--- src/ax_arith_pkg.sv ---
package ax_arith_pkg;

    // Activation coming from the previous layer, unsigned.
    typedef logic [7:0] pixel_t;

    // Kernel weight, unsigned to match the multiplier.
    typedef logic [7:0] weight_t;

    // Approximate 8x8 product.
    typedef logic [15:0] product_t;

    // Running sum across the beats of one output pixel. The sum wraps modulo 2^24.
    typedef logic [23:0] acc_t;

endpackage

--- src/pe_cfg_pkg.sv ---
package pe_cfg_pkg;

    // One 3x3 window of one input channel per beat.
    localparam int DEF_KERNEL_TAPS = 9;

    // Scale applied to the finished sum before saturation.
    localparam int DEF_OUT_SHIFT = 8;

    // Width of one beat's sum: product width plus growth for the tap count.
    localparam int TREE_W = 16 + $clog2(DEF_KERNEL_TAPS);

endpackage

--- src/tap_product_if.sv ---
`timescale 1ns/1ps

interface tap_product_if import ax_arith_pkg::*, pe_cfg_pkg::*; #(
    parameter int KERNEL_TAPS = DEF_KERNEL_TAPS
);

    logic                        valid;
    logic                        first;
    logic                        last;
    product_t [KERNEL_TAPS-1:0]  products;

    modport producer (
        output valid,
        output first,
        output last,
        output products
    );

    modport consumer (
        input valid,
        input first,
        input last,
        input products
    );

endinterface

--- src/approx_mult_8x8.sv ---
`timescale 1ns/1ps

module approx_mult_8x8 import ax_arith_pkg::*; (
    input  pixel_t   x,
    input  weight_t  y,
    output product_t z
);

    logic [7:0][7:0] row;
    logic [10:0]     word1;
    logic [10:0]     word2;
    logic [10:0]     word3;
    logic [10:0]     word4;
    logic [10:0]     word5;

    always_comb begin
        for (int k = 0; k < 8; k++) begin
            row[k] = y & {8{x[k]}};
        end
    end

    // The four low rows are never added. These words stand in for them.
    always_comb begin
        word1 = '0;
        word2 = '0;
        word3 = '0;
        word4 = '0;
        word5 = '0;

        word1[3]  = row[0][3] ^ row[1][2];
        word1[5]  = row[2][3] ^ row[3][2];
        word1[6]  = row[0][6] & row[1][5]; // Carry of the pair.
        word1[7]  = row[0][6] | row[1][5];
        word1[8]  = row[1][7];
        word1[9]  = row[2][7] | row[3][6];
        word1[10] = row[3][7];

        word2[7] = row[0][7] | row[1][6];
        word2[8] = row[2][6] & row[3][5];

        word3[7] = row[2][4] | row[3][3];
        word3[8] = row[2][6] | row[3][5];

        word4[7] = row[2][5] & row[3][4];

        word5[7] = row[2][5] | row[3][4];
    end

    // Upper rows are exact, the correction words replace the rest.
    always_comb begin
        z = (product_t'(row[4]) << 4)
          + (product_t'(row[5]) << 5)
          + (product_t'(row[6]) << 6)
          + (product_t'(row[7]) << 7)
          + product_t'(word1)
          + product_t'(word2)
          + product_t'(word3)
          + product_t'(word4)
          + product_t'(word5);
    end

endmodule

--- src/tap_multiplier.sv ---
`timescale 1ns/1ps

module tap_multiplier import ax_arith_pkg::*, pe_cfg_pkg::*; #(
    parameter int KERNEL_TAPS = DEF_KERNEL_TAPS
) (
    input  logic                        clk,
    input  logic                        rst_n,
    input  logic                        valid,
    input  logic                        first,
    input  logic                        last,
    input  pixel_t  [KERNEL_TAPS-1:0]   pixels,
    input  weight_t [KERNEL_TAPS-1:0]   weights,
    tap_product_if.producer             prod
);

    product_t [KERNEL_TAPS-1:0] raw_products;

    for (genvar t = 0; t < KERNEL_TAPS; t++) begin : g_tap
        approx_mult_8x8 i_mult (
            .x (pixels[t]),
            .y (weights[t]),
            .z (raw_products[t])
        );
    end

    always_ff @(posedge clk or negedge rst_n) begin
        if (!rst_n) begin
            prod.valid    <= 1'b0;
            prod.first    <= 1'b0;
            prod.last     <= 1'b0;
            prod.products <= '0;
        end else begin
            prod.valid <= valid;
            prod.first <= valid && first; // Markers only count on real beats.
            prod.last  <= valid && last;
            if (valid) begin
                prod.products <= raw_products; // Hold on idle cycles.
            end
        end
    end

endmodule

--- src/channel_accumulator.sv ---
`timescale 1ns/1ps

module channel_accumulator import ax_arith_pkg::*, pe_cfg_pkg::*; #(
    parameter int KERNEL_TAPS = DEF_KERNEL_TAPS,
    parameter int OUT_SHIFT   = DEF_OUT_SHIFT
) (
    input  logic             clk,
    input  logic             rst_n,
    tap_product_if.consumer  prod,
    output logic             out_valid,
    output pixel_t           out_data
);

    logic [TREE_W-1:0] beat_sum;
    acc_t              acc;
    acc_t              next_total;
    acc_t              shifted;
    logic              group_open;
    logic              accept;
    pixel_t            sat_data;

    always_comb begin
        beat_sum = '0;
        for (int t = 0; t < KERNEL_TAPS; t++) begin
            beat_sum = beat_sum + TREE_W'(prod.products[t]);
        end
    end

    // A first beat drops whatever was collected before it.
    assign accept     = prod.valid && (prod.first || group_open);
    assign next_total = prod.first ? acc_t'(beat_sum) : acc + acc_t'(beat_sum);
    assign shifted    = next_total >> OUT_SHIFT;

    always_comb begin
        if (shifted > acc_t'({$bits(pixel_t){1'b1}})) begin
            sat_data = '1; // Clip to the largest activation.
        end else begin
            sat_data = pixel_t'(shifted);
        end
    end

    always_ff @(posedge clk or negedge rst_n) begin
        if (!rst_n) begin
            acc        <= '0;
            group_open <= 1'b0;
            out_valid  <= 1'b0;
            out_data   <= '0;
        end else begin
            out_valid <= 1'b0;
            if (accept) begin
                acc        <= next_total;
                group_open <= !prod.last;
                if (prod.last) begin
                    out_valid <= 1'b1;
                    out_data  <= sat_data;
                end
            end
        end
    end

endmodule

--- src/conv_pe_top.sv ---
`timescale 1ns/1ps

module conv_pe_top import ax_arith_pkg::*, pe_cfg_pkg::*; #(
    parameter int KERNEL_TAPS = DEF_KERNEL_TAPS,
    parameter int OUT_SHIFT   = DEF_OUT_SHIFT
) (
    input  logic                        clk,
    input  logic                        rst_n,
    input  logic                        in_valid,
    input  logic                        in_first,
    input  logic                        in_last,
    input  pixel_t  [KERNEL_TAPS-1:0]   in_pixels,
    input  weight_t [KERNEL_TAPS-1:0]   in_weights,
    output logic                        out_valid,
    output pixel_t                      out_data
);

    tap_product_if #(
        .KERNEL_TAPS (KERNEL_TAPS)
    ) i_prod_if ();

    tap_multiplier #(
        .KERNEL_TAPS (KERNEL_TAPS)
    ) i_mult (
        .clk     (clk),
        .rst_n   (rst_n),
        .valid   (in_valid),
        .first   (in_first),
        .last    (in_last),
        .pixels  (in_pixels),
        .weights (in_weights),
        .prod    (i_prod_if.producer)
    );

    channel_accumulator #(
        .KERNEL_TAPS (KERNEL_TAPS),
        .OUT_SHIFT   (OUT_SHIFT)
    ) i_acc (
        .clk       (clk),
        .rst_n     (rst_n),
        .prod      (i_prod_if.consumer),
        .out_valid (out_valid),
        .out_data  (out_data)
    );

endmodule

--- config.mk ---
export PLATFORM = sky130hd
export DESIGN_NAME = conv_pe_top
export DESIGN_NICKNAME = d
export VERILOG_FILES = /design/src/ax_arith_pkg.sv /design/src/pe_cfg_pkg.sv /design/src/tap_product_if.sv /design/src/approx_mult_8x8.sv /design/src/tap_multiplier.sv /design/src/channel_accumulator.sv /design/src/conv_pe_top.sv
export SDC_FILE = /design/constraint.sdc
export NUM_CORES = 1
export LEC_CHECK = 0
export BUFFER_PORTS_ARGS = -buffer_cell sky130_fd_sc_hd__buf_2
export CAP_MARGIN = 10
export CELL_PAD_IN_SITES_DETAIL_PLACEMENT = 1
export CELL_PAD_IN_SITES_GLOBAL_PLACEMENT = 1
export CORE_MARGIN = 5
export CORE_UTILIZATION = 50
export CTS_CLUSTER_DIAMETER = 100
export DETAILED_ROUTE_END_ITERATION = 8
export PLACE_DENSITY = 0.91
export SYNTH_ARGS = -nofsm -noshare
export SYNTH_HDL_FRONTEND = slang
export SYNTH_SLANG_ARGS = --single-unit
--- constraint.sdc ---
create_clock -name clk -period 20.6 [get_ports clk]
set_input_delay 2.06 -clock clk [delete_from_list [all_inputs] [get_ports clk]]
set_output_delay 2.06 -clock clk [all_outputs]
set_load 0.01 [all_outputs]
* After elaboration in Yosys (flattened, before gate mapping)
Cells that the tools add are included.
** Storage, ports and cells
- Flip-flop bits (word level) :: 181
- Input bits :: 149
- Output and inout port bits :: 9
- Logic and storage cells :: 279
** Operators by class
- Add/sub/neg operators :: 81
- Order comparisons :: 1
- Mux-type cells :: 4
- Bitwise operators :: 171
- Reduce and logical (&&, ||, !) cells :: 6
** Operators by type and width (number)
- AND 8 bit :: 72
- adder 16 x 8 -> 16 bit :: 18
- adder 16 x 9 -> 16 bit :: 18
- adder 15 x 15 -> 16 bit :: 9
- adder 16 x 11 -> 16 bit :: 9
- adder 20 x 16 -> 20 bit :: 7
- adder 14 x 14 -> 15 bit :: 9
- adder 12 x 13 -> 14 bit :: 9
- OR 1 bit :: 54
- AND 1 bit :: 27
- adder 24 x 20 -> 24 bit :: 1
- two-way mux 24 bit :: 1
- XOR 1 bit :: 18
- adder 16 x 16 -> 17 bit :: 1
- > comparator 16 x 8 -> 1 bit, second input constant :: 1
- two-way mux 8 bit :: 1
- logical AND 1 bit :: 3
- two-way mux 1 bit :: 2
- AND reduction 2 bit :: 1
- zero test 1 bit :: 1
- logical OR 1 bit :: 1

* Depth between registers and ports, before layout
- Depth after elaboration :: 12
- Mapped depth :: 33
- Depth with buffers taken out :: 32

* By module
Synthesis repeated with hierarchy kept, for this count alone.
** Unflattened totals
- Cells, all modules :: 2338
- Area total of the unflattened synthesis :: 23978.0 µm²
** By module, submodules not included
- approx_mult_8x8 at i_mult.g_tap[0].i_mult ... :: times used 7, cells each 140, area each 1322.5 µm², seq. area each 0.0 µm²
- channel_accumulator :: times used 1, cells each 769, area each 6565.0 µm², seq. area each 850.8 µm²
- tap_multiplier :: times used 1, cells each 309, area each 5517.8 µm², seq. area each 3678.5 µm²
- approx_mult_8x8 at i_mult.g_tap[8].i_mult :: times used 1, cells each 140, area each 1323.8 µm², seq. area each 0.0 µm²
- approx_mult_8x8 at i_mult.g_tap[7].i_mult :: times used 1, cells each 140, area each 1313.8 µm², seq. area each 0.0 µm²

* Least setup slack after synthesis
No wires, ideal clock.
- Kind :: register to register
- From :: reg i_mult.prod.products[4]
- To :: reg i_acc.out_data[4]
- Setup time :: 0.142 ns
- Arrival :: 7.438 ns
- Data required time :: 20.458 ns
- Path slack :: 13.020 ns
- Stages on the path, launching flop included :: 30
- Path buffers :: 1
- Period minus slack after synthesis :: 7.580 ns
- Path through :: dfrtp_1 -> ha_1 -> a21o_1 -> a21oi_1 -> o21ai_0 -> a21oi_1 -> o21bai_1 -> a41o_1 -> o41ai_1 -> xnor2_1 -> fa_1 -> inv_1 -> fa_1 -> fa_1 -> fa_1 -> inv_1 -> ha_1 -> clkbuf_1 -> a21o_1 -> a21oi_1 -> o21ai_0 -> xor2_1 -> ha_1 -> or4_1 -> a221oi_1 -> a211oi_2 -> a2111oi_2 -> nor4_2 -> nor4b_4 -> a31oi_1
** Between the ends
- Longest elaborated chain between the ends :: 12
** Ends and longest elaborated chain
- start: declaration :: line tap_product_if.sv:16 : output products
- start signal: assignment :: line tap_multiplier.sv:37 : prod.products <= raw_products;
- adder 16 x 16 -> 17 bit * :: line channel_accumulator.sv:25 : beat_sum = beat_sum + TREE_W'(prod.products[t]);
- adder 20 x 16 -> 20 bit * (7 in a row) :: line channel_accumulator.sv:25
- adder 24 x 20 -> 24 bit :: line channel_accumulator.sv:31 : assign next_total = prod.first ? acc_t'(beat_sum) : acc + acc_t'(beat_sum);
- two-way mux 24 bit * :: line channel_accumulator.sv:31
- > comparator 16 x 8 -> 1 bit :: line channel_accumulator.sv:35 : if (shifted > acc_t'({$bits(pixel_t){1'b1}})) begin
- two-way mux 8 bit * :: line channel_accumulator.sv:35
- end signal: assignment :: line channel_accumulator.sv:55 : out_data <= sat_data;
- end: declaration :: line channel_accumulator.sv:11 : output pixel_t out_data
Mark *: on every way between the ends. The rest lies on a longest branch, timed or not.
A chain may end at the register's enable or synchronous reset.

* Worst setup path in the final report
- From :: reg i_mult.prod.products[3]
- To :: reg i_acc.out_data[7]
Same word-level chain as after synthesis.

==> summary.txt <==
Outcome
  – Status: finished, final reports clean

Critical path
  – Maximum fanout along the worst path: 8
  – R2r startpoint: i_mult.prod.products[3]$_DFFE_PN0P_
  – Largest stage delay, worst path: 560 ps
  – Crit. End Element: register
  – Startpoint type of the worst setup path: register
  – Most used cell, CP: fa_1
  – Slowest stage cell, crit path: fa_1
  – CP arrival: 9470 ps
  – Critical path origin: i_mult.prod.products[3]$_DFFE_PN0P_
  – Critical Path RT: approximately 21000 ps
  – Worst Setup Path Type: register to register

Global route
  – First-pass GRT wire length: around 110000 µm
  – Number of global-route vias before repair: 19600
  – GRT overflow: 0
  – Largest net degree at the start of global routing: 94
  – Initial antenna violation count: 4
  – Gr usage total: 0.301

Placed design
  – Worst slack, placed: 12030 ps
  – Placed insts: 2787
  – Global placement routability congestion: 0.904
  – Post-detail-place hpwl: 50300 µm
  – I/O Buffers: 157

Logic synthesis
  – Syn avg cell area: 9.61 µm²
  – Main synth FF type: dfrtp_1
  – Yosys warns: 0
  – FFs w/ async S/R, synth: 1.00
  – Post-Synthesis Cells: 2165
  – #FFs+latches synth: 151
  – Distinct cell type count after synthesis: 56
  – Post-synth EDFFs: 0
  – Syn_nets: 2848
  – Post-synth design cell area: around 0.021 mm²
  – Register area share after synthesis: 0.182

Clocking
  – Clock Pin Slew Worst Setup and Hold Paths: 70 ps
  – Postcts setup bufs: 0
  – Post_cts resized: 0
  – Hold Buf Count CTS: 0
  – Root Driver: clkbuf_16
  – Clock Path Buffers: 2
  – Later-pin clock latency in the skew report: around 450 ps
  – CTS H-tree lvls: 4
  – Total clock sinks: about 150
  – CTS buffer count: 17
  – CTS tree: done

Timing
  – RSZ-0062 raised after global routing: false
  – Final Cycle Share: 0.445
  – Max-slew violation count: 0
  – Setup violators final: 0
  – Minimum clock period after layout: 9170 ps
  – Setup ws final: 11430 ps
  – Fin. Hold Viols: 0
  – Fmax: around 0.11 GHz
  – Slew @ Worst Pin: between 1000 and 1500 ps
  – Slew HR: 0.301
  – Max Clock Skew: around 10 ps
  – Setup TNS: 0 ps

Die
  – DIE AREA: ~0.046 mm²
  – Total I/O pin count: 158
  – Die Y: 214 µm
  – Row count: 74
  – Core Box Area: 0.0410 mm²
  – Die width: 214 µm
  – Initial core utilization: 0.507

Finish
  – Area Growth Syn to Fin: 8.81%
  – Share of cells above drive strength 1: 0.112
  – Commonest non-fill, non-tap cells in the layout: 349 x inv_1, 313 x fa_1, 301 x nand2_1
  – Nets: 2957
  – Cell Count, Final, Fillers Out: between 2000 and 3000
  – Leading cell type in the layout, fill and taps excluded: inv_1
  – Multi-input logic area: between 0.015 and 0.02 mm²
  – FF/Latch Area: ~0.0038 mm²
  – Final Core Density: 0.552
  – Layout fillers: 4679

Detailed routing
  – Via density: 5.95
  – DR DRC count: 0
  – Drt wl/cell: 24.4 µm
  – First drt pass iteration count: 7
  – Routed Antenna Nets: 0
  – Iteration-0 DRC Markers: about 1200
  – DR vias: 16800
  – DRT Wirelength: 68800 µm

Hold path
  – Hold path startpoint: i_acc.acc[9]$_DFFE_PN0P_
  – Worst hold path type: register to register

Run
  – Max cap viols: 0
-- layer usage --
layer	vias up	part of all wire	GRT usage	wire length (µm)
met2	669	0.52	0.537	35500
met1	8687	0.37	0.351	25600
met3	264	0.053	0.0541	3660
met5	-	0.00033	0	23
li1	7169	-	-	-
met4	4	0.058	0.144	3960
-- synthesized netlist by cell type, drive strengths merged (4+ instances only) --
library cell,instances,area share
inv,350,0.063
fa,313,0.30
nand2,301,0.054
ha,221,0.13
dfrtp,151,0.18
and2,95,0.029
a21oi,84,0.020
xnor2,74,0.031
o21ai,73,0.018
clkbuf,66,0.012
nor2,66,0.012
mux2,52,0.028
a21o,51,0.018
a22o,33,0.014
xor2,29,0.012
mux2i,28,0.013
nand4,26,0.0078
a22oi,20,0.0072
nand2b,16,0.0048
nand3,16,0.0038
a31oi,11,0.0033
nor2b,11,0.0033
a211oi,10,0.0038
nor3,10,0.0024
o21a,10,0.0036
buf,6,0.0011
o31ai,5,0.0020
o211ai,4,0.0014
-- layout make-up --
class,instances,share of cell area
antenna,2,0.000221
clock buffer,17,0.0188
clock inverter,15,0.00741
inverter,350,0.0580
multi-input combinational,1592,0.682
sequential,151,0.167
tap,532,0.0294
timing repair buffer,162,0.0369
-- sequential cells by signal (all words and copies together), names as in the netlist --
register and cells:
i_acc.acc 21, i_acc.out_data 8, i_mult.prod.last 1, i_mult.prod.products 117, i_mult.prod.first 1, i_acc.out_valid 1
i_mult.prod.valid 1, i_acc.group_open 1
-- stage by stage --
| stage | cell area [µm²] | hold slack, ps |
|---|---|---|
| after floorplan | 20800 | 456 |
| after global placement | 22000 | 471 |
| after detailed placement | 22000 | 488 |
| after CTS | 22600 | 508 |
| after global routing | 22600 | 535 |
| final | 22600 | 503 |
-- worst max-delay path, delay by kind of cell (launching register included) --
family                     cells  cell delay [ps]
buffers and inverters          3              200
xor gates and xnor gates       2              380
AOI/OAI and AO/OA             13             3080
and+or+nand+nor                5             1560
adders and majority gates      8             3390
DFF                            1              400
-- final timing paths --
path | end | slack (ps) | depth (start not counted)
max in group asynchronous | i_mult.prod.products[87]$_DFFE_PN0P_ | 17380 | 2
worst max register to register | i_acc.out_data[7]$_DFFE_PN0P_ | 11430 | 31
worst min register to register | i_acc.acc[9]$_DFFE_PN0P_ | 500 | 2
worst min-delay path | i_acc.acc[9]$_DFFE_PN0P_ | 500 | 2
worst max-delay path | i_acc.out_data[7]$_DFFE_PN0P_ | 11430 | 31
min in group asynchronous | i_mult.prod.products[53]$_DFFE_PN0P_ | 1650 | 1
-- cell families after synthesis --
kind of cell | synth area share
adder cells (fa/ha/maj) | 0.434
flip-flops | 0.182
buffers and inverters | 0.0761
AND/OR/NAND/NOR | 0.123
AO/OA/AOI/OAI | 0.100
multiplexers | 0.0416
XOR/XNOR | 0.0434
Power is not shown: default switching activity piles up to over one toggle a cycle in this logic, so the estimate is an artifact.
